--- src/mem_stage_consts.svh ---
`ifndef MEM_STAGE_CONSTS_SVH
`define MEM_STAGE_CONSTS_SVH

// MIPS primary opcodes, instr[31:26]
`define OP_LB   6'b100000
`define OP_LH   6'b100001
`define OP_LWL  6'b100010
`define OP_LW   6'b100011
`define OP_LBU  6'b100100
`define OP_LHU  6'b100101
`define OP_LWR  6'b100110

`define OP_SB   6'b101000
`define OP_SH   6'b101001
`define OP_SWL  6'b101010
`define OP_SW   6'b101011
`define OP_SWR  6'b101110

`define OP_LL   6'b110000  // no link tracking here
`define OP_SC   6'b111000  // behaves as sw

// datapath
`define DATA_W  32

// word address into the data RAM, 256 words
`define RAM_AW  8

`endif

--- src/rtl/mem_pkg.sv ---
`include "mem_stage_consts.svh"

package mem_pkg;

    // one RAM word, read either as byte lanes or as halfword lanes
    typedef union packed {
        logic [`DATA_W/8-1:0][7:0]   bytes;   // lane 0 = bits 7:0
        logic [`DATA_W/16-1:0][15:0] halves;  // lane 0 = bits 15:0
    } memWord_u;

endpackage

--- src/rtl/load_align.sv ---
`timescale 1ns/100ps
`include "mem_stage_consts.svh"

module load_align
    import mem_pkg::*;
(
    input  logic        clk,
    input  logic        rst,
    input  logic        flush,
    input  logic        grantLoad,
    input  logic        grantSlot,
    input  logic [5:0]  grantOpcode,
    input  logic [1:0]  grantOffset,
    input  logic [31:0] grantRtValue,
    input  memWord_u    ramRdata,
    output logic        loadValid,
    output logic        loadSlot,
    output logic [31:0] loadData
);

    logic        validM2;
    logic        slotM2;
    logic [5:0]  opM2;
    logic [1:0]  offM2;
    logic [31:0] rtM2;
    logic [7:0]  laneByte;
    logic [15:0] laneHalf;
    logic [4:0]  lwlShift;
    logic [4:0]  lwrShift;

    // M2 register
    always_ff @(posedge clk) begin
        if (rst || flush) begin
            validM2 <= 1'b0;
        end else begin
            validM2 <= grantLoad;
        end
    end

    always_ff @(posedge clk) begin
        slotM2 <= grantSlot;
        opM2   <= grantOpcode;
        offM2  <= grantOffset;
        rtM2   <= grantRtValue;
    end

    assign laneByte = ramRdata.bytes[offM2];
    assign laneHalf = ramRdata.halves[offM2[1]];
    assign lwlShift = {~offM2, 3'b000};  // 8*(3-offset)
    assign lwrShift = {offM2, 3'b000};

    always_comb begin
        case (opM2)
            `OP_LW, `OP_LL: begin
                loadData = ramRdata;
            end
            `OP_LH: begin
                loadData = {{16{laneHalf[15]}}, laneHalf};
            end
            `OP_LHU: begin
                loadData = {16'h0000, laneHalf};
            end
            `OP_LB: begin
                loadData = {{24{laneByte[7]}}, laneByte};
            end
            `OP_LBU: begin
                loadData = {24'h000000, laneByte};
            end
            `OP_LWL: begin
                // memory fills the top, rt keeps the low bytes
                loadData = (ramRdata << lwlShift) | (rtM2 & ~(32'hffff_ffff << lwlShift));
            end
            `OP_LWR: begin
                loadData = (ramRdata >> lwrShift) | (rtM2 & ~(32'hffff_ffff >> lwrShift));
            end
            default: begin
                loadData = 32'h0000_0000;
            end
        endcase
    end

    // a flush also kills the load sitting in M2 right now
    assign loadValid = validM2 & ~flush;
    assign loadSlot  = slotM2;

endmodule

--- config.mk ---
export PLATFORM = sky130hd
export DESIGN_NAME = load_align
export DESIGN_NICKNAME = d
export VERILOG_FILES = /design/src/rtl/mem_pkg.sv /design/src/rtl/load_align.sv
export VERILOG_INCLUDE_DIRS = /design/src
export SDC_FILE = /design/constraint.sdc
export NUM_CORES = 1
export LEC_CHECK = 0
export BUFFER_PORTS_ARGS = -buffer_cell sky130_fd_sc_hd__buf_2
export CELL_PAD_IN_SITES_DETAIL_PLACEMENT = 0
export CELL_PAD_IN_SITES_GLOBAL_PLACEMENT = 1
export CORE_MARGIN = 2
export CORE_UTILIZATION = 30
export DETAILED_ROUTE_END_ITERATION = 10
export PLACE_DENSITY_LB_ADDON = 0.2
export SKIP_LAST_GASP = 1
export SYNTH_ARGS = -nofsm -noshare
export SYNTH_HDL_FRONTEND = slang
export SYNTH_SLANG_ARGS = --single-unit
--- constraint.sdc ---
create_clock -name clk -period 2.25 [get_ports clk]
set_clock_uncertainty 0.1 [all_clocks]
set_input_delay 0.45 -clock clk [delete_from_list [all_inputs] [get_ports clk]]
set_output_delay 0.45 -clock clk [all_outputs]
set_load 0.01 [all_outputs]
==> run_results.csv <==
group,metric,value,unit
setup_path,path_max_fanout,8,
place,dpl-instance-area,0.00376,mm²
die,die_h,99.6,µm
power_and_ir_drop,power_density,433,mW/mm²
power_and_ir_drop,ir_drop,0.000223,V
drt,drc,0,
drt,vias,2964,
cells_and_area,final_nets,501,
cts,cts_tree,"done",
global_route,antenna_found_initial,0,
global_route,grt_use_met1,0.269,
synthesis,yosysWarnings,0,
timing,setup_violations,32,
drt,postRouteAntennaNets,0,
synthesis,syn-instance-count,272,
run_status,violations,"setup timing",
setup_path,cp-end-kind,"primary output",
timing,period_share,1.19,
place,dp_hpwl,7440,µm
synthesis,yosys.area.top_type,"dfxtp_1",
synthesis,synth-edff-count,0,
synthesis,synth_top_area_share,0.307,
global_route,grtUsageTotal,0.206,
global_route,grt_pass1_wl,16000,µm
cts,path_clk_slew,90,ps
power_and_ir_drop,power.total,1.80,mW
die,rows,34,
cells_and_area,antenna_cells,0,
timing,fin_crit,2680,ps
place,preCtsSetupSlack,-189,ps
run_status,status,"finished, violations left",
synthesis,syn_area,0.00274,mm²
global_route,busiest_layer,"met2",
die,die_area,0.00991,mm²
timing,fmax,373,MHz
synthesis,yosysUniqueCellTypes,32,
setup_path,worst-setup-path-type,"flip-flop to primary output",
place,io_buffers,110,
setup_path,crit_required,1700,ps
die,start_util,0.311,
synthesis,yosys-top-cells-area,"dfxtp_1 31%, mux4_2 16%, mux2i_1 12%, a22oi_1 8.8%, o211ai_1 7.9%",
global_route,grt_max_degree,23,
timing,slew_headroom,0.733,
global_route,use_met2,0.351,
cts,htree_levels,2,
cts,cts_root_buffer,"clkbuf_8",
die,pin_count,111,
timing,hold_slack,141,ps
timing,worstMarginPinSlew,400,ps
timing,hold_viol_final,0,
cts,cts_made_buffers,5,
min_path,hold_path_class,"primary input to flip-flop",
timing,rsz0062_at_grt,"true",
cts,clock-sinks,42,
setup_path,cp_data_arrival_time,2130,ps
drt,drtIter0Drc,108,
synthesis,ys_seq_elements,42,
synthesis,yosysMostFrequentCell,"dfxtp_1",
synthesis,syn_area_per_cell,10.1,µm²
global_route,use_met3,0.0351,
drt,post_drt_wl_per_cell,18.9,µm
cells_and_area,layout-drive-gt1-share,0.548,
power_and_ir_drop,leakagePower,1.87,nW
synthesis,synth_fp_nets,349,
drt,vias_per_cell,5.56,
cells_and_area,synthToLayoutAreaGrowth,52.2,%
timing,final_max_slew_viol_count,0,
timing,tns,-11250,ps
synthesis,synth-main-ff-cell,"dfxtp_1",
drt,drtPass1Iterations,4,
cells_and_area,stdcell_area,0.00417,mm²
place,place_congestion,0.853,
die,core_area,0.00881,mm²
die,die_w,99.6,µm
timing,setup_slack,-428,ps
drt,wl,10100,µm
global_route,grt.overflow.total,0,
setup_path,critPathLaunchType,"flip-flop",
synthesis,synth-seq-area-share,0.307,
synthesis,async_flop_share,0,
synthesis,netlist_top_cells_count,"42 x dfxtp_1, 33 x mux2i_1, 32 x a22oi_1, 29 x o211ai_1, 22 x nand2_1",
job,max_cap_violations,0,
global_route,first_global_vias,3061,
cts,clk_path_buf_depth,2,
## placed cells by master (no fill, tap or decap), types with 9 or more instances in the layout
| cell type | count |
|---|---|
| mux2i_1 | 30 |
| dfxtp_1 | 37 |
| buf_4 | 43 |
| buf_6 | 9 |
| inv_1 | 13 |
| mux4_2 | 19 |
| a22oi_1 | 26 |
| o211ai_1 | 29 |
| nand2_1 | 22 |
| buf_2 | 109 |
## worst paths after layout
path,start,cells after the start,endpoint
setup / recovery,opM2[3]$_DFF_P_,5,loadData[13]
hold / removal,grantRtValue[22],1,rtM2[22]$_DFF_P_
## flip-flops by register name (all words and copies together) (netlist names)
signal and count:
opM2 6, offM2 2, loadSlot 1, rtM2 32
validM2 1
## metrics by stage
| stage | instances | utilization |
|---|---|---|
| finish | 533 | 0.473 |
| global route | 533 | 0.473 |
| CTS | 532 | 0.463 |
| detailed placement | 521 | 0.428 |
| global placement | 521 | 0.428 |
| floorplan | 272 | - |
## cells by family after synthesis
group | count (synthesis) | synth area share
multiplexers | 57 | 0.297
AND/OR/NAND/NOR | 50 | 0.0932
buffers and inverters | 36 | 0.0608
AO/OA/AOI/OAI | 87 | 0.242
flip-flops | 42 | 0.307
## metal layers
layer / up-vias / routed length (µm)
met5: - / 0
met4: 0 / 103
met3: 10 / 559
met2: 110 / 5020
met1: 1456 / 4400
li1: 1388 / -
## area by class of cell
| cell class | count | area, µm² |
|---|---|---|
| clock buffers | 5 | 68.8 |
| clock inverters | 3 | 23.8 |
| fillers | 861 | 4640 |
| inverters | 13 | 48.8 |
| multi-input cells | 194 | 1930 |
| flip-flops and latches | 42 | 852 |
| well taps | 108 | 135 |
| repair buffers | 168 | 1110 |
## what timing repair did
action                     4_1_cts  5_1_grt
setup buffers                    1        2
setup endpoints to repair       32       32
gates resized for setup         38       16
hold endpoints to repair         0        0
hold buffers                     0        0
pin swaps                       15        3
cloned                           2        0
## worst max-delay path: stages, from the launching register on
cell and delay [ps]:
dfxtp_2 330, or4b_4 540, or4b_4 540, buf_8 170, o2111ai_1 90, buf_2 170
## power by group
group	switching, mW	internal [mW]	total, mW
registers	0.0226	0.783	0.806
clock network	0.291	0.222	0.513
logic	0.232	0.253	0.485
total	0.546	1.26	1.80
(Power assumes the default switching activity.)
