### src/mem_stage_consts.svh
`ifndef MEM_STAGE_CONSTS_SVH
`define MEM_STAGE_CONSTS_SVH

// MIPS primary opcodes, instr[31:26]
`define OP_LB   6'b100000
`define OP_LH   6'b100001
`define OP_LWL  6'b100010
`define OP_LW   6'b100011
`define OP_LBU  6'b100100
`define OP_LHU  6'b100101
`define OP_LWR  6'b100110

`define OP_SB   6'b101000
`define OP_SH   6'b101001
`define OP_SWL  6'b101010
`define OP_SW   6'b101011
`define OP_SWR  6'b101110

`define OP_LL   6'b110000  // no link tracking here
`define OP_SC   6'b111000  // behaves as sw

// datapath
`define DATA_W  32

// word address into the data RAM, 256 words
`define RAM_AW  8

`endif

### src/rtl/mem_pkg.sv
`include "mem_stage_consts.svh"

package mem_pkg;

    // one RAM word, read either as byte lanes or as halfword lanes
    typedef union packed {
        logic [`DATA_W/8-1:0][7:0]   bytes;   // lane 0 = bits 7:0
        logic [`DATA_W/16-1:0][15:0] halves;  // lane 0 = bits 15:0
    } memWord_u;

endpackage

### src/rtl/mem_port_arbiter.sv
`timescale 1ns/100ps
`include "mem_stage_consts.svh"

module mem_port_arbiter
    import mem_pkg::*;
(
    input  logic               clk,
    input  logic               rst,
    input  logic               memReq1,
    input  logic               memReq2,
    input  logic [`RAM_AW-1:0] reqAddr1,
    input  logic [`RAM_AW-1:0] reqAddr2,
    input  logic [3:0]         reqByteEn1,
    input  logic [3:0]         reqByteEn2,
    input  logic [31:0]        reqWdata1,
    input  logic [31:0]        reqWdata2,
    input  logic [5:0]         reqOpcode1,
    input  logic [5:0]         reqOpcode2,
    input  logic [1:0]         reqOffset1,
    input  logic [1:0]         reqOffset2,
    input  logic [31:0]        reqRtValue1,
    input  logic [31:0]        reqRtValue2,
    output logic               stall,
    output logic [3:0]         ramWe,
    output logic [`RAM_AW-1:0] ramAddr,
    output memWord_u           ramWdata,
    output logic               grantLoad,
    output logic               grantSlot,
    output logic [5:0]         grantOpcode,
    output logic [1:0]         grantOffset,
    output logic [31:0]        grantRtValue
);

    logic       pending2;  // slot 2 still owed a turn
    logic       grant1;
    logic       grant2;
    logic       grantAny;
    logic [3:0] selByteEn;

    // slot 1 is older, it always goes first
    assign stall    = memReq1 & memReq2 & ~pending2;
    assign grant1   = memReq1 & ~pending2;
    assign grant2   = memReq2 & (pending2 | ~memReq1);
    assign grantAny = grant1 | grant2;

    always_ff @(posedge clk) begin
        if (rst) begin
            pending2 <= 1'b0;
        end else begin
            pending2 <= stall;  // one cycle only
        end
    end

    assign selByteEn = grant2 ? reqByteEn2 : reqByteEn1;

    assign ramWe    = grantAny ? selByteEn : 4'b0000;
    assign ramAddr  = grant2 ? reqAddr2 : reqAddr1;
    assign ramWdata = grant2 ? reqWdata2 : reqWdata1;

    assign grantLoad    = grantAny & (selByteEn == 4'b0000);  // no lanes means load
    assign grantSlot    = grant2;  // high for slot 2
    assign grantOpcode  = grant2 ? reqOpcode2 : reqOpcode1;
    assign grantOffset  = grant2 ? reqOffset2 : reqOffset1;
    assign grantRtValue = grant2 ? reqRtValue2 : reqRtValue1;

endmodule

### config.mk
export PLATFORM = sky130hd
export DESIGN_NAME = mem_port_arbiter
export DESIGN_NICKNAME = d
export VERILOG_FILES = /design/src/rtl/mem_pkg.sv /design/src/rtl/mem_port_arbiter.sv
export VERILOG_INCLUDE_DIRS = /design/src
export SDC_FILE = /design/constraint.sdc
export NUM_CORES = 1
export LEC_CHECK = 0
export BUFFER_PORTS_ARGS = -buffer_cell sky130_fd_sc_hd__buf_2
export CAP_MARGIN = 20
export CORE_AREA = 5 5 97 99
export CTS_BUF_LIST = sky130_fd_sc_hd__clkbuf_16
export CTS_CLUSTER_DIAMETER = 50
export CTS_CLUSTER_SIZE = 30
export DETAILED_ROUTE_END_ITERATION = 8
export DIE_AREA = 0 0 102 104
export SLEW_MARGIN = 0
export SYNTH_ARGS = -nofsm -noshare
export SYNTH_HDL_FRONTEND = slang
export SYNTH_SLANG_ARGS = --single-unit
### constraint.sdc
create_clock -name clk -period 3.25 [get_ports clk]
set_clock_uncertainty 0.2 [all_clocks]
set_input_delay 0.4875 -clock clk [delete_from_list [all_inputs] [get_ports clk]]
set_output_delay 0.4875 -clock clk [all_outputs]
set_load 0.01 [all_outputs]
==> results.txt, run 1 <==
met2 Track Usage GR - 0.198
Routed Wire Length - 6.32 mm
flip-flop count of the largest register after layout - 1
Crit path buffers/inverters - 3
Lkg Pwr - 1.43 nW
Die Footprint - 10600 um2
total power density per cell area - 155 nW/um2
power share of the combinational group - 0.965
hold buffer count at cts - 0
top fanout value on the critical path - 82
Final TNS setup - 0 ns
Clk pin slew, worst setup/hold paths - 0 ns
Final ANT Viol Nets - 0
first-pass GRT wire length - 8.74 mm
count of final setup violators - 0
number of vias in the routed layout - 1845
net count of the mapped netlist - 282
insertion delay to the later sink of the worst-skew pair - 0 ns
First DRT Iteration DRCs - 55
layout cell share with drive strength beyond 1 - 0.945
CP max stage delay - 0.40 ns
post-synthesis share of cell area spent on xor and xnor gates - 0
compound-gate portion of the synthesized area - 0.00554
final critical delay including setup and external delays - 2.39 ns
Die Span X - 102 um
Placed Cells incl. Taps - 469
classification of the worst-slack hold path - primary input to register
RSZ-0062 raised after global routing - no
total count of hold-check failures in the final report - 0
portion of the clock cycle consumed by the worst path in the final layout - 0.736
net count reported at finish - 535
kind of end point of the critical path - output pin
met1 track utilization from global routing - 0.111
Synth cell types - 12
maximum frequency from static timing analysis - 418 MHz
top cells by area in the synthesized netlist - sky130_fd_sc_hd__mux2_2, sky130_fd_sc_hd__buf_6, sky130_fd_sc_hd__nand2_1
adder-cell share of the synthesized area - 0
portion of netlist area occupied by mux cells - 0.797
GRT Util Overall - 0.0978
Vias/cell - 3.93
data arrival time at the worst-slack endpoint - 1.70 ns
average routed wire per standard cell - 13.5 um
antenna diode count - 0
Post-Syn Instances - 110
global route overflow - 0
Top Registers - pending2: 1 flops
syn avg cell area - 10.3 um2
dominant combinational cell family by area after synthesis - multiplexers
launch instance of the worst register-to-register path - pending2
Routability Congestion - 0.769
synthesized-area fraction occupied by and/or/nand/nor cells - 0.0963
Resized Gates After CTS - 0
net switching power of the design - 0.000158 W
startpoint type of the worst setup path - primary input
Max Cap Viol - 0
type of the setup path with the least slack - primary input to output pin
via count of the first global-routing pass - 1783
GR Layer Usage met3 - 0.0127
FP Rows - 34
drt first pass iters - 4
largest reg by FF count - pending2
headroom to the max-slew limit - 0.705
Hold Path Origin - rst
Port Buffer Count - 258
Post-DP HPWL - 5.69 mm
final slew viol count - 0
slowest cell on the critical path - sky130_fd_sc_hd__mux2_2
effective utilization at floorplan - 0.133
outcome - finished clean
count of placed standard cells in the final layout, fillers left out - 469
Sw Share - 0.412
most common cell after layout, fill and taps aside - sky130_fd_sc_hd__buf_2
Yosys top cell by area - sky130_fd_sc_hd__mux2_2
CORE AREA - 8470 um2
family with the most delay on the worst path - buffers and inverters
combined area of all synthesized cells - 1130 um2
fraction of synthesized cell area taken by the top area cell type - 0.797
largest net degree at the start of global routing - 83
antenna violations before repair - 0
Die Y-Extent - 104 um
cell repeated most along the worst path - sky130_fd_sc_hd__buf_2
post-CTS setup buffer count - 0
clock network power share - 0
number of design rule violations left after detail routing - 0
area growth from synthesis to layout - 120%
worst slew pin tran - 0.442 ns
global route hottest layer - met2
Yosys warning total - 0
maximum ir drop on the vdd rail - 0.0000588 V
part of the Yosys area used for sequential elements - 0.0177
Internal Power - 0.000226 W
most used cells in the layout excluding fill and tap cells - sky130_fd_sc_hd__buf_2, sky130_fd_sc_hd__mux2_2, sky130_fd_sc_hd__nand2_1
source of the critical timing path - memReq1
proportion of power drawn by flip-flops and latches - 0.035
boundary pin count - 259
required time reported for the critical path endpoint - 2.56 ns
flip-flop and latch count after synthesis - 1
critical path, cell by cell - buf_2 > nand2b_4 > nand2_4 > buf_12 > mux2_2 > buf_2
==> area by class of cell <==
cell class	instances	area, um2
repair buffers	259	1310
flip-flops and latches	1	20.0
fillers	913	5980
inverters	1	3.75
well taps	108	135
multi-input cells	100	1020
==> path summary, 6_finish.rpt <==
check,cells past startpoint,end,slack (ns)
hold / removal,2,pending2,0.45
setup / recovery,6,ramWdata[6],0.86
hold reg to reg,3,pending2,0.53
setup reg to reg,3,pending2,2.13
==> logic make-up (layout without fill, tap and decap cells) <==
group,after synthesis,after routing
muxes,80,80
and+or+nand+nor,19,19
AOI/OAI and AO/OA,1,1
buffers and inverters,9,260
DFF,1,1
==> cells in the mapped netlist <==
library cell / n
sky130_fd_sc_hd__nand2b_4: 1
sky130_fd_sc_hd__nor2b_1: 2
sky130_fd_sc_hd__inv_1: 1
sky130_fd_sc_hd__or4_1: 2
sky130_fd_sc_hd__nand2_1: 8
sky130_fd_sc_hd__nand2_4: 1
sky130_fd_sc_hd__dfxtp_1: 1
sky130_fd_sc_hd__nand3_1: 4
sky130_fd_sc_hd__o22ai_1: 1
sky130_fd_sc_hd__and2_1: 1
sky130_fd_sc_hd__buf_6: 8
sky130_fd_sc_hd__mux2_2: 80
==> power by group through the flow <==
stage | registers, W | logic, W | clock network [W]
after floorplan | 0.0000132 | 0.000187 | 0
after global placement | 0.0000133 | 0.000368 | 0
after detailed placement | 0.0000133 | 0.000374 | 0
after CTS | 0.0000133 | 0.000376 | 0
after global routing | 0.0000134 | 0.000400 | 0
final | 0.0000133 | 0.000371 | 0
==> per-layer routing <==
layer  wire length (um)  share of wire
met5                  0              0
met4                 11         0.0017
met3                644           0.10
met2               3470           0.55
met1               2200           0.35
==> per-stage QoR <==
step                      hold WS, ns   util  setup WS (ns)  instance area, um2  power [W]
after CTS                       0.452  0.294          0.859                2490   0.000390
final                           0.450  0.294          0.859                2490   0.000384
after detailed placement        0.450  0.294          0.868                2490   0.000387
after floorplan                 0.359      -           1.33                1130   0.000200
after global placement          0.450  0.294          0.892                2490   0.000382
after global routing            0.460  0.294          0.813                2490   0.000413
Note: power is estimated with default switching activity, not from simulation.
==> run 2: changes to the inputs <==
Clock period 3.25 ns to 2 ns, I/O delays scaled along.
==> run 2 against run 1 <==
Flip-flop and latch count unchanged. Wire length up 1.0%. Largest cell class unchanged. Critical path depth unchanged. Largest power group unchanged. Sequential share of layout area about the same.
==> results.txt, run 2 (same netlist as run 1, synthesis figures left out) <==
Lkg Pwr - 1.44 nW
post-route worst setup slack - 0.130 ns
GRT Util Overall - 0.101
startpoint type of the worst setup path - primary input
classification of the worst-slack hold path - primary input to register
RSZ-0062 raised after global routing - no
maximum ir drop on the vdd rail - 0.0000996 V
First DRT Iteration DRCs - 35
Sw Share - 0.409
cell repeated most along the worst path - sky130_fd_sc_hd__buf_2
layout cell share with drive strength beyond 1 - 0.945
fillcell total - 923
Final ANT Viol Nets - 0
net count reported at finish - 536
global route overflow - 0
number of design rule violations left after detail routing - 0
Clk pin slew, worst setup/hold paths - 0 ns
largest net degree at the start of global routing - 44
final critical delay including setup and external delays - 1.87 ns
antenna violations before repair - 0
data arrival time at the worst-slack endpoint - 1.37 ns
reg-to-reg slack, setup - 0.85 ns
first-pass GRT wire length - 9.03 mm
outcome - finished clean
final slew viol count - 0
top fanout value on the critical path - 43
Post-DP HPWL - 5.90 mm
total power density per cell area - 251 nW/um2
Routability Congestion - 0.849
area growth from synthesis to layout - 122%
Die Span X - 102 um
largest reg by FF count - pending2
effective utilization at floorplan - 0.133
power share of the combinational group - 0.966
type of the setup path with the least slack - primary input to output pin
Die Footprint - 10600 um2
headroom to the max-slew limit - 0.794
hold buffer count at cts - 0
length in cells of the worst reg-to-reg path - 3
Top Registers - pending2: 1 flops
WHS Path Cells - 2
average routed wire per standard cell - 13.6 um
antenna diode count - 0
drt first pass iters - 4
Routed Wire Length - 6.38 mm
CORE AREA - 8470 um2
via count of the first global-routing pass - 1828
Port Buffer Count - 258
required time reported for the critical path endpoint - 1.50 ns
Final TNS setup - 0 ns
post-CTS setup buffer count - 0
critical path, cell by cell - buf_2 > nand2b_4 > nand2_4 > buf_12 > mux2_2 > buf_2
Resized Gates After CTS - 0
launch instance of the worst register-to-register path - pending2
maximum frequency from static timing analysis - 535 MHz
flip-flop count of the largest register after layout - 1
Hold Path Sink - pending2
portion of the clock cycle consumed by the worst path in the final layout - 0.935
Hold Path Origin - rst
boundary pin count - 259
net switching power of the design - 0.000257 W
most used cells in the layout excluding fill and tap cells - sky130_fd_sc_hd__buf_2, sky130_fd_sc_hd__mux2_2, sky130_fd_sc_hd__nand2_1
CP max stage delay - 0.37 ns
count of final setup violators - 0
Max Cap Viol - 0
Vias/cell - 3.94
dpl ws - 0.127 ns
FP Rows - 34
proportion of power drawn by flip-flops and latches - 0.034
worst slew pin tran - 0.308 ns
slowest cell on the critical path - sky130_fd_sc_hd__mux2_2
clock network power share - 0
total count of hold-check failures in the final report - 0
number of vias in the routed layout - 1854
Die Y-Extent - 104 um
kind of end point of the critical path - output pin
Critical R2R Capture - pending2
Internal Power - 0.000372 W
insertion delay to the later sink of the worst-skew pair - 0 ns
most common cell after layout, fill and taps aside - sky130_fd_sc_hd__buf_2
==> run 2: final cells by class <==
| class | count | area, um2 | area share |
|---|---|---|---|
| Inverter | 1 | 3.75 | 0.00150 |
| Sequential cell | 1 | 20.0 | 0.00799 |
| Multi-Input combinational cell | 100 | 1020 | 0.405 |
| Tap cell | 108 | 135 | 0.0539 |
| Timing Repair Buffer | 260 | 1330 | 0.531 |
==> run 2: worst max path at each step <==
stage / startpoint / to / depth (start not counted)
after CTS: memReq1 / ramWdata[17] / 6
after detailed placement: memReq1 / ramWdata[17] / 6
after floorplan: pending2 / grantOffset[0] / 4
after global placement: memReq1 / ramWdata[6] / 6
after global routing: memReq1 / ramWdata[19] / 6
final: memReq1 / ramWdata[19] / 6
==> run 2: metrics by stage <==
stage	total power [W]	utilization	instances	hold WS, ns	area [um2]
floorplan	0.000325	-	110	0.172	1130
global placement	0.000626	0.296	470	0.265	2510
detailed placement	0.000635	0.296	470	0.270	2510
CTS	0.000638	0.296	470	0.271	2510
global route	0.000678	0.296	470	0.291	2510
finish	0.000629	0.296	470	0.268	2510
==> run 2: critical path, delay by kind of cell <==
family	cells	cell delay (ns)
buf+inv	3	0.48
mux	1	0.37
simple gates	2	0.18
==> run 2: power by group through the flow <==
stage | registers [W] | clock network (W) | logic, W
6_report | 0.0000216 | 0 | 0.000607
3_5_place_dp | 0.0000216 | 0 | 0.000614
2_1_floorplan | 0.0000215 | 0 | 0.000304
5_1_grt | 0.0000217 | 0 | 0.000656
3_3_place_gp | 0.0000216 | 0 | 0.000605
4_1_cts | 0.0000216 | 0 | 0.000617
==> run 2: per-layer routing <==
| metal | track usage | wire [um] | vias up |
|---|---|---|---|
| met4 | 0.000937 | 0 | 0 |
| met5 | 0 | 0 | - |
| met1 | 0.112 | 2170 | 830 |
| met3 | 0.0114 | 634 | 0 |
| met2 | 0.209 | 3580 | 104 |
| li1 | - | - | 920 |
