===== src/mem_stage_consts.svh =====
`ifndef MEM_STAGE_CONSTS_SVH
`define MEM_STAGE_CONSTS_SVH

// MIPS primary opcodes, instr[31:26]
`define OP_LB   6'b100000
`define OP_LH   6'b100001
`define OP_LWL  6'b100010
`define OP_LW   6'b100011
`define OP_LBU  6'b100100
`define OP_LHU  6'b100101
`define OP_LWR  6'b100110

`define OP_SB   6'b101000
`define OP_SH   6'b101001
`define OP_SWL  6'b101010
`define OP_SW   6'b101011
`define OP_SWR  6'b101110

`define OP_LL   6'b110000  // no link tracking here
`define OP_SC   6'b111000  // behaves as sw

// datapath
`define DATA_W  32

// word address into the data RAM, 256 words
`define RAM_AW  8

`endif


===== src/rtl/mem_pkg.sv =====
`include "mem_stage_consts.svh"

package mem_pkg;

    // one RAM word, read either as byte lanes or as halfword lanes
    typedef union packed {
        logic [`DATA_W/8-1:0][7:0]   bytes;   // lane 0 = bits 7:0
        logic [`DATA_W/16-1:0][15:0] halves;  // lane 0 = bits 15:0
    } memWord_u;

endpackage


===== src/rtl/mem_access_unit.sv =====
`timescale 1ns/100ps
`include "mem_stage_consts.svh"

module mem_access_unit
    import mem_pkg::*;
(
    input  logic [31:0]        instr,
    input  logic [31:0]        addr,
    input  logic [31:0]        wdata,
    input  logic [31:0]        rtValue,
    output logic               memReq,
    output logic               storeErr,
    output logic               loadErr,
    output logic [`RAM_AW-1:0] reqAddr,
    output logic [3:0]         reqByteEn,
    output logic [31:0]        reqWdata,
    output logic [5:0]         reqOpcode,
    output logic [1:0]         reqOffset,
    output logic [31:0]        reqRtValue
);

    logic [5:0] opcode;
    logic [1:0] offset;
    logic       isMemOp;
    logic [3:0] byteEn;
    memWord_u   laneData;

    assign opcode = instr[31:26];
    assign offset = addr[1:0];

    always_comb begin
        isMemOp  = 1'b1;
        byteEn   = 4'b0000;
        laneData = wdata;
        storeErr = 1'b0;
        loadErr  = 1'b0;
        case (opcode)
            `OP_SW, `OP_SC: begin
                byteEn   = 4'b1111;
                storeErr = (offset != 2'b00);
            end
            `OP_SH: begin
                byteEn          = offset[1] ? 4'b1100 : 4'b0011;
                laneData.halves = {2{wdata[15:0]}};  // same half in both lanes
                storeErr        = offset[0];
            end
            `OP_SB: begin
                byteEn         = 4'b0001 << offset;
                laneData.bytes = {4{wdata[7:0]}};
            end
            `OP_SWL: begin
                // bytes offset..0 get the top of rt
                byteEn   = 4'b1111 >> (~offset);
                laneData = wdata >> {~offset, 3'b000};
            end
            `OP_SWR: begin
                byteEn   = 4'b1111 << offset;
                laneData = wdata << {offset, 3'b000};
            end
            `OP_LW, `OP_LL: begin
                loadErr = (offset != 2'b00);
            end
            `OP_LH, `OP_LHU: begin
                loadErr = offset[0];
            end
            `OP_LB, `OP_LBU, `OP_LWL, `OP_LWR: begin
                loadErr = 1'b0;  // any offset is legal
            end
            default: begin
                isMemOp = 1'b0;
            end
        endcase
    end

    // misaligned ops never reach the RAM
    assign memReq     = isMemOp & ~storeErr & ~loadErr;
    assign reqByteEn  = memReq ? byteEn : 4'b0000;
    assign reqAddr    = addr[`RAM_AW+1:2];
    assign reqWdata   = laneData;
    assign reqOpcode  = opcode;
    assign reqOffset  = offset;
    assign reqRtValue = rtValue;  // lwl/lwr merge source

endmodule


===== config.mk =====
export PLATFORM = sky130hd
export DESIGN_NAME = mem_access_unit
export DESIGN_NICKNAME = d
export VERILOG_FILES = /design/src/rtl/mem_pkg.sv /design/src/rtl/mem_access_unit.sv
export VERILOG_INCLUDE_DIRS = /design/src
export SDC_FILE = /design/constraint.sdc
export NUM_CORES = 1
export LEC_CHECK = 0
export BUFFER_PORTS_ARGS = -buffer_cell sky130_fd_sc_hd__buf_2
export CAP_MARGIN = 15
export CORE_MARGIN = 5
export CORE_UTILIZATION = 30
export DETAILED_ROUTE_END_ITERATION = 12
export PLACE_DENSITY = 0.7
export SYNTH_ARGS = -nofsm -noshare
export SYNTH_HDL_FRONTEND = slang
export SYNTH_SLANG_ARGS = --single-unit

===== constraint.sdc =====
create_clock -name vclk -period 1.8
set_clock_uncertainty 0.2 [all_clocks]
set_input_delay 0.27 -clock vclk [all_inputs]
set_output_delay 0.27 -clock vclk [all_outputs]
set_load 0.005 [all_outputs]

==> run metrics, run 1 <==
antenna viol nets, final 0; share of layout cells above drive strength 1 67.81%; post-synthesis mux area share 17.22%; post-route insts no fill 459; f_max 0.4899 GHz; Adder-Cell Fraction of Synth Area 0%; Die Y-Extent 93.23 um; Post-layout nets roughly 500; failing checks negative setup slack; Worst Max-Slew Pin Slew 437.8 ps; Starting DRT DRC Count 192; Register Area 0 um^2; Hold Path End reqAddr[1]; area fraction of the dominant cell type after synthesis 18.42%; Max VDD drop between 0.0001 and 0.00015 V; critical path type in2out; crit path buf inv count 5; worst-path cell chain buf_8 > buf_8 > nand3b_1 > nor4_4 > buf_4 > buf_6 > a221oi_2 > nand2_1 > buf_2; area grow syn2layout 66.10%; Pint 0.0003630 W; sequential power share 0%; Leak 1.585 nW; complex-gate fraction of the synthesized area 32.99%; YS warnings 0; Switch Pwr 0.0003747 W; Avg Inst Size Synth 7.476 um^2; Arr. time, crit path 1570 ps; cell accounting for the most synthesized area buf_4; vias in the first global route 2727; RSZ-0062 raised after global routing true; global-route wire length before repair 13990 um; die area 8692 um^2; pwr dens 213.7 nW/um^2; crit-path max cell delay 390 ps; Area contributors post-synth buf_4 (18%), mux2i_1 (14%), nand2_1 (6.1%); setup TNS -5728 ps; Logic pwr share 100.0%; drt via density ~5.9; antenna violations before repair 0; cell area after synthesis roughly 2100 um^2; initial core utilization between 30% and 40%; total gr overflow 0; WL/cell between 15 and 20 um; design area 3452 um^2; Max Cap Viol 0; final hold violation count 0; fin crit period 2041 ps; main combinational cell family by area after synthesis compound AO/OA/AOI/OAI gates; Via Count 2691; IO Pins 215; Die Wd 93.23 um; wirelength, routed 9133 um; Remaining DRCs 0; clock share of power 0%; crit path capture type output pin; cell count after synthesis 278; TritonRoute pass-1 iters 5; flip-flop and latch count 0; HP Start addr[3]; HPWL after DPL around 6000 um; number of port buffers 87; Synth Area in XOR/XNOR 0%; post-synthesis sequential area ratio 0%; Rows 30; hold depth 0; Slowest-stage cell, CP nor4_4; Crit path max-delay family simple AND/OR/NAND/NOR gates; GP Congestion 0.9709; Core Box Area roughly 6800 um^2; CP Launch Type primary input; cell with the most instances after synthesis buf_4; largest net degree at the start of global routing 13; Worst Slack Setup Final -241.1 ps; post-layout power 0.0007377 W; crit-path most repeated cell buf_8; Max FO, Critical Path 5; Antenna Cells 0; crit share post-route 113.4%; worst slew margin relative to its limit 70.80%; WP data required 1330 ps; global-route usage over all layers a little under a fifth; top post-synthesis cells by count buf_4 (51), nand2_1 (34), mux2i_1 (29); DP Area approximately 2600 um^2; type of the tightest min-delay check in2out; Setup Viol. Count Final 39; clkbuf count 0; Synth Area in Simple Gates 25.11%; fin. max-slew vios 0; syn nets 406; Synth cell types 55; Hold-fix buffers, CTS 0; placed cells 434; Net Sw Frac 50.79%; status finished with violations
## how the worst max path moves through the flow
stage                         start      endpoint  cells past startpoint
final                     instr[28]  reqWdata[13]                      9
after global routing      instr[28]  reqByteEn[0]                      8
after CTS                 instr[28]  reqWdata[19]                      8
after detailed placement  instr[30]   reqWdata[8]                      8
after global placement    instr[26]  reqWdata[13]                      9
after floorplan           instr[28]  reqByteEn[2]                      6
## placed cells by master (no fill, tap or decap), types with 7 or more instances in the layout
master | netlist | routed
a21oi_1 | 15 | 8
a21oi_2 | 0 | 7
o2bb2ai_1 | 8 | 8
nand2_1 | 34 | 33
buf_6 | 5 | 26
a22o_1 | 9 | 9
a32oi_2 | 0 | 7
buf_4 | 51 | 49
buf_2 | 10 | 79
a22oi_2 | 0 | 10
buf_8 | 0 | 8
mux2i_1 | 29 | 24
## through the flow
stage	util [%]	hold WS [ps]	setup slack [ps]
CTS	46.65	340.0	-184.9
global route	51.09	340.0	-271.3
detailed placement	38.07	340.0	-307.0
floorplan	-	420.8	0.8143
finish	51.09	340.0	-241.1
global placement	38.07	340.0	-287.5
## what timing repair did
action,4_1_cts,5_1_grt
hold endpoints to repair,0,0
gates resized for setup,93,47
gates cloned,2,1
setup buffers,16,7
pin swaps,56,41
endpoints found under the setup margin,39,39
## area by class of cell
| type | count | area (um^2) |
|---|---|---|
| fill | 592 | 3304 |
| multi-input combinational | 206 | 1982 |
| inverter | 3 | 16.27 |
| timing repair buffer | 170 | 1354 |
| tap | 80 | 100.1 |
## per-layer routing
layer / GRT usage, % / wire length, um
met5: 0 / 0
met3: 1.287 / 587
met1: 24.58 / 3716
met2: 34.48 / 4636
met4: 4.884 / 193
## logic make-up after synthesis
group / count (synthesis)
mux: 35
buf+inv: 72
simple gates: 87
compound gates: 84
## power by group through the flow
| stage | sequential [W] | clock, W | combinational [W] |
|---|---|---|---|
| 6_report | 0 | 0 | 0.000738 |
| 3_5_place_dp | 0 | 0 | 0.000540 |
| 3_3_place_gp | 0 | 0 | 0.000530 |
| 4_1_cts | 0 | 0 | 0.000658 |
| 5_1_grt | 0 | 0 | 0.000781 |
| 2_1_floorplan | 0 | 0 | 0.000369 |
Power figures use the tool's default switching activity.
==> inputs of run 2 (changes only) <==
- CORE_MARGIN: 5 -> unset
- RECOVER_POWER: unset -> 25
==> run 2 against run 1 <==
- sequential share of layout area did not move
- final area fell by 3.9%
- worst setup slack improved by 72 ps
- cell count fell by 2.4%
- combinational power fell by 3.8%
- the flow still finishes with violations (negative setup slack)
- critical endpoint is now reqWdata[19]
- non-clock buffer count fell by 8
==> run metrics, run 2 (same netlist as run 1, synthesis figures left out) <==
status finished with violations (unchanged); failing checks negative setup slack (unchanged); clkbuf count 0 (unchanged); Filler Cell Count 604 (was 592); number of port buffers 87 (unchanged); crit share post-route 109.4% (was 113.4%); initial core utilization 31.82% (was 30.76%); Via Count 2618 (was 2691); IO Pins 215 (unchanged); commonest non-fill, non-tap cell in the layout buf_2 (unchanged); largest net degree at the start of global routing 15 (was 13); global-route wire length before repair 12040 um (was 13990 um); Worst Max-Slew Pin Slew 348.8 ps (was 437.8 ps); type of the tightest min-delay check in2out (unchanged); die area 7264 um^2 (was 8692 um^2); Max VDD drop 0.0001121 V (was 0.0001041 V); M1 WL 3287 um (was 3716 um); commonest non-fill, non-tap cells in the layout buf_2 (79), buf_4 (51), nand2_1 (33), mux2i_1 (20), buf_6 (19) (was buf_2 (79), buf_4 (49), nand2_1 (33), buf_6 (26), mux2i_1 (24)); fin crit period 1969 ps (was 2041 ps); area grow syn2layout 59.66% (was 66.10%); antenna viol nets, final 0 (unchanged); post-route insts no fill 448 (was 459); flip-flop and latch count 0 (unchanged); met3 routed WL 560 um (was 587 um); Rows 29 (was 30); Remaining DRCs 0 (unchanged); Post-layout nets 501 (was 509); top sig layer met4 (unchanged); crit path capture type output pin (unchanged); Leak 1.510 nW (was 1.585 nW); pwr dens 213.9 nW/um^2 (was 213.7 nW/um^2); GP Congestion 0.9213 (was 0.9709); met2 routed WL 4071 um (was 4636 um); placed cells 432 (was 434); Starting DRT DRC Count 157 (was 192); Max Cap Viol 0 (unchanged); global-route usage over all layers 20.00% (was 19.17%); worst slew margin relative to its limit 76.73% (was 70.80%); share of layout cells above drive strength 1 65.50% (was 67.81%); HPWL after DPL 5605 um (was 6008 um); CP Launch Type primary input (unchanged); antenna violations before repair 0 (unchanged); Antenna Cells 0 (unchanged); Die Wd 85.23 um (was 93.23 um); hold slack final 340.0 ps (unchanged); wirelength, routed 8008 um (was 9133 um); Arr. time, crit path 1500 ps (was 1570 ps); Setup Viol. Count Final 38 (was 39); Die Y-Extent 85.23 um (was 93.23 um); Register Area 0 um^2 (unchanged); final hold violation count 0 (unchanged); WP data required 1330 ps (about the same); total gr overflow 0 (unchanged); drt via density 5.844 (was 5.863); TritonRoute pass-1 iters 4 (was 5); fin. max-slew vios 0 (unchanged); critical path type in2out (unchanged); vias in the first global route 2499 (was 2727); Core Box Area 6531 um^2 (was 6756 um^2); Max FO, Critical Path 8 (was 5); Worst Slack Setup Final -169.2 ps (was -241.1 ps); RSZ-0062 raised after global routing true (unchanged); WL/cell 17.88 um (was 19.90 um); f_max 0.5078 GHz (was 0.4899 GHz)
## run 2: final timing paths
path / from / to / slack (ps) / cells past startpoint
hold / removal: addr[3] / reqAddr[1] / 340 / 0
setup / recovery: instr[28] / reqWdata[19] / -170 / 8
## run 2: worst max-delay path: stages
cell      delay (ps)
buf_6             90
buf_6            120
nand3b_1         120
buf_4            140
nor4_4            40
a22o_1           230
or3_1            350
buf_2            140
## run 2: area by class of cell
cell class	instances	area (um^2)	share of cell area, %
inverter	3	13.76	0.4148
timing repair buffer	162	1232	37.14
tap	77	96.34	2.903
multi-input combinational	206	1976	59.54
## run 2: power breakdown
group	internal, W	switching, W	total [W]	leakage [nW]
sequential	0	0	0	0
combinational	0.000351	0.000359	0.000710	1.51
clock	0	0	0	0
total	0.000351	0.000359	0.000710	1.51
## run 2: routing by layer
layer	track usage, %	up-vias
li1	-	1210
met1	26.46	1263
met2	35.85	129
met3	0.9728	16
met4	4.160	0
met5	0	-
## run 2: what timing repair did
item,4_1_cts,5_1_grt
gates cloned,2,1
hold buffers,0,0
resized for setup,63,61
pin swaps,34,34
endpoints found under the setup margin,39,39
buffers inserted,9,5
## run 2: metrics by stage
stage               cell area, um^2  total power, W  worst slack, ps  TNS, ps  util, %
floorplan                      2078       0.0003691           0.8143        0        -
global placement               2589       0.0005337           -229.5    -7349    39.64
detailed placement             2589       0.0005441           -256.8    -7484    39.64
CTS                            2954       0.0006128           -127.9    -3640    45.23
global route                   3318       0.0007565           -236.1    -5888    50.80
finish                         3318       0.0007099           -169.2    -3749    50.80
==> inputs of run 3 (changes only) <==
- BUFFER_PORTS_ARGS: -buffer_cell sky130_fd_sc_hd__buf_2 -> unset
- DONT_BUFFER_PORTS: unset -> 1
- PLACE_DENSITY: 0.7 -> unset
- SETUP_SLACK_MARGIN: unset -> 0.5
==> run 3 against run 2 <==
- the run now ends clean
- final area is 32% lower
- count of clock-buffer cells in the layout unchanged
- first-iteration DRC count is 34% lower
- worst setup slack better by 200 ps
- die area unchanged
- wire length decreased by 12%
- sequential cell count unchanged
- combinational power fell by 50%
- highest routed layer unchanged
==> run metrics, run 3 (same netlist as run 1, synthesis figures left out) <==
status finished clean (was finished with violations); Arr. time, crit path 1300 ps (was 1500 ps); CP Launch Type primary input (unchanged); drt via density 6.481 (was 5.844); Rows 29 (unchanged); Die Wd 85.23 um (unchanged); Slowest-stage cell, CP a211oi_2 (was or3_1); RSZ-0062 raised after global routing true (unchanged); fin. max-slew vios 0 (unchanged); vias in the first global route 1934 (was 2499); IO Pins 215 (unchanged); critical path type in2out (unchanged); Logic pwr share 100.0% (about the same); share of layout cells above drive strength 1 40.17% (was 65.50%); Core Box Area 6531 um^2 (unchanged); clkbuf count 0 (unchanged); Leak 0.8651 nW (was 1.510 nW); number of port buffers 0 (was 87); total gr overflow 0 (unchanged); final hold violation count 0 (unchanged); crit path buf inv count 0 (was 4); antenna viol nets, final 0 (unchanged); die area 7264 um^2 (unchanged); Remaining DRCs 0 (unchanged); fin crit period 1766 ps (was 1969 ps); pwr dens 155.6 nW/um^2 (was 213.9 nW/um^2); commonest non-fill, non-tap cell in the layout nand2_1 (was buf_2); crit path capture type output pin (unchanged); setup TNS 0 ps (was -3749 ps); f_max 0.5663 GHz (was 0.5078 GHz); global-route usage over all layers 17.82% (was 20.00%); Starting DRT DRC Count 104 (was 157); worst-path cell chain and3b_1 > or2_4 > a31o_4 > a211oi_2 (was buf_6 > buf_6 > nand3b_1 > buf_4 > nor4_4 > a22o_1 > or3_1 > buf_2); Via Count 2048 (was 2618); Max VDD drop 0.00006636 V (was 0.0001121 V); WP data required 1330 ps (about the same); Worst Max-Slew Pin Slew 453.7 ps (was 348.8 ps); Post-layout nets 369 (was 501); Final Core Density 34.77% (was 50.80%); commonest non-fill, non-tap cells in the layout nand2_1 (34), mux2i_1 (29), buf_4 (19), a21oi_1 (10) (was buf_2 (79), buf_4 (51), nand2_1 (33), mux2i_1 (20), buf_6 (19)); Die Y-Extent 85.23 um (unchanged); Net Sw Frac 50.34% (was 50.53%); Switch Pwr 0.0001778 W (was 0.0003587 W); WL/cell 22.19 um (was 17.88 um); worst slew margin relative to its limit 69.62% (was 76.73%); crit-path max cell delay 300 ps (was 350 ps); Max FO, Critical Path 25 (was 8); hold slack final 340.0 ps (unchanged); HPWL after DPL 4959 um (was 5605 um); Hold-fix buffers, CTS 0 (unchanged); crit share post-route 98.10% (was 109.4%); placed cells 308 (was 432); antenna violations before repair 0 (unchanged); Max Cap Viol 0 (unchanged); Pint 0.0001754 W (was 0.0003512 W); initial core utilization 31.82% (unchanged); TritonRoute pass-1 iters 4 (unchanged); Setup Viol. Count Final 0 (was 38); Register Area 0 um^2 (unchanged); type of the tightest min-delay check in2out (unchanged); sequential power share 0% (about the same); flip-flop and latch count 0 (unchanged); Crit path max-delay family compound AO/OA/AOI/OAI gates (was simple AND/OR/NAND/NOR gates); global-route wire length before repair 10550 um (was 12040 um); post-route insts no fill 316 (was 448); Antenna Cells 0 (unchanged); clock share of power 0% (about the same); largest net degree at the start of global routing 41 (was 15); GP Congestion 0.8203 (was 0.9213); area grow syn2layout 9.272% (was 59.66%); wirelength, routed 7013 um (was 8008 um)
==> run 3: power by group through the flow <==
stage	combinational, W	sequential [W]	clock, W
global placement	0.000298	0	0
detailed placement	0.000302	0	0
floorplan	0.000393	0	0
CTS	0.000325	0	0
global route	0.000383	0	0
finish	0.000353	0	0
==> run 3: path summary, 6_finish.rpt <==
| check | end | start | depth (start not counted) |
|---|---|---|---|
| max | reqByteEn[0] | instr[27] | 4 |
| min | reqAddr[6] | addr[8] | 0 |
==> run 3: layout make-up <==
| type | instances | area (um^2) |
|---|---|---|
| fill | 683 | 4260 |
| multi-input combinational | 206 | 1837 |
| timing repair buffer | 30 | 296.5 |
| tap | 77 | 96.34 |
| inverter | 3 | 41.29 |
==> run 3: per-stage QoR <==
| stage | setup slack [ps] | power, W | area (um^2) |
|---|---|---|---|
| 6_report | 34.17 | 0.0003533 | 2271 |
| 5_1_grt | -34.04 | 0.0003827 | 2271 |
| 4_1_cts | 62.61 | 0.0003246 | 2071 |
| 3_5_place_dp | 9.189 | 0.0003021 | 1928 |
| 3_3_place_gp | 27.55 | 0.0002976 | 1928 |
| 2_1_floorplan | 52.14 | 0.0003935 | 2205 |
==> run 3: metal layers <==
layer / wire length [um] / share of wire (%) / global-route usage, % / up-vias
li1: - / - / - / 937
met1: 3073 / 44 / 24.13 / 993
met2: 3381 / 48 / 30.21 / 104
met3: 490 / 7.0 / 3.405 / 14
met4: 68 / 0.97 / 1.849 / 0
met5: 0 / 0 / 0 / -
==> run 3: repair_timing <==
action | 4_1_cts | 5_1_grt
setup buffers | 5 | 3
endpoints found under the setup margin | 39 | 39
gates resized for setup | 22 | 35
endpoints found under the hold margin | 0 | 0
pin swaps | 23 | 7
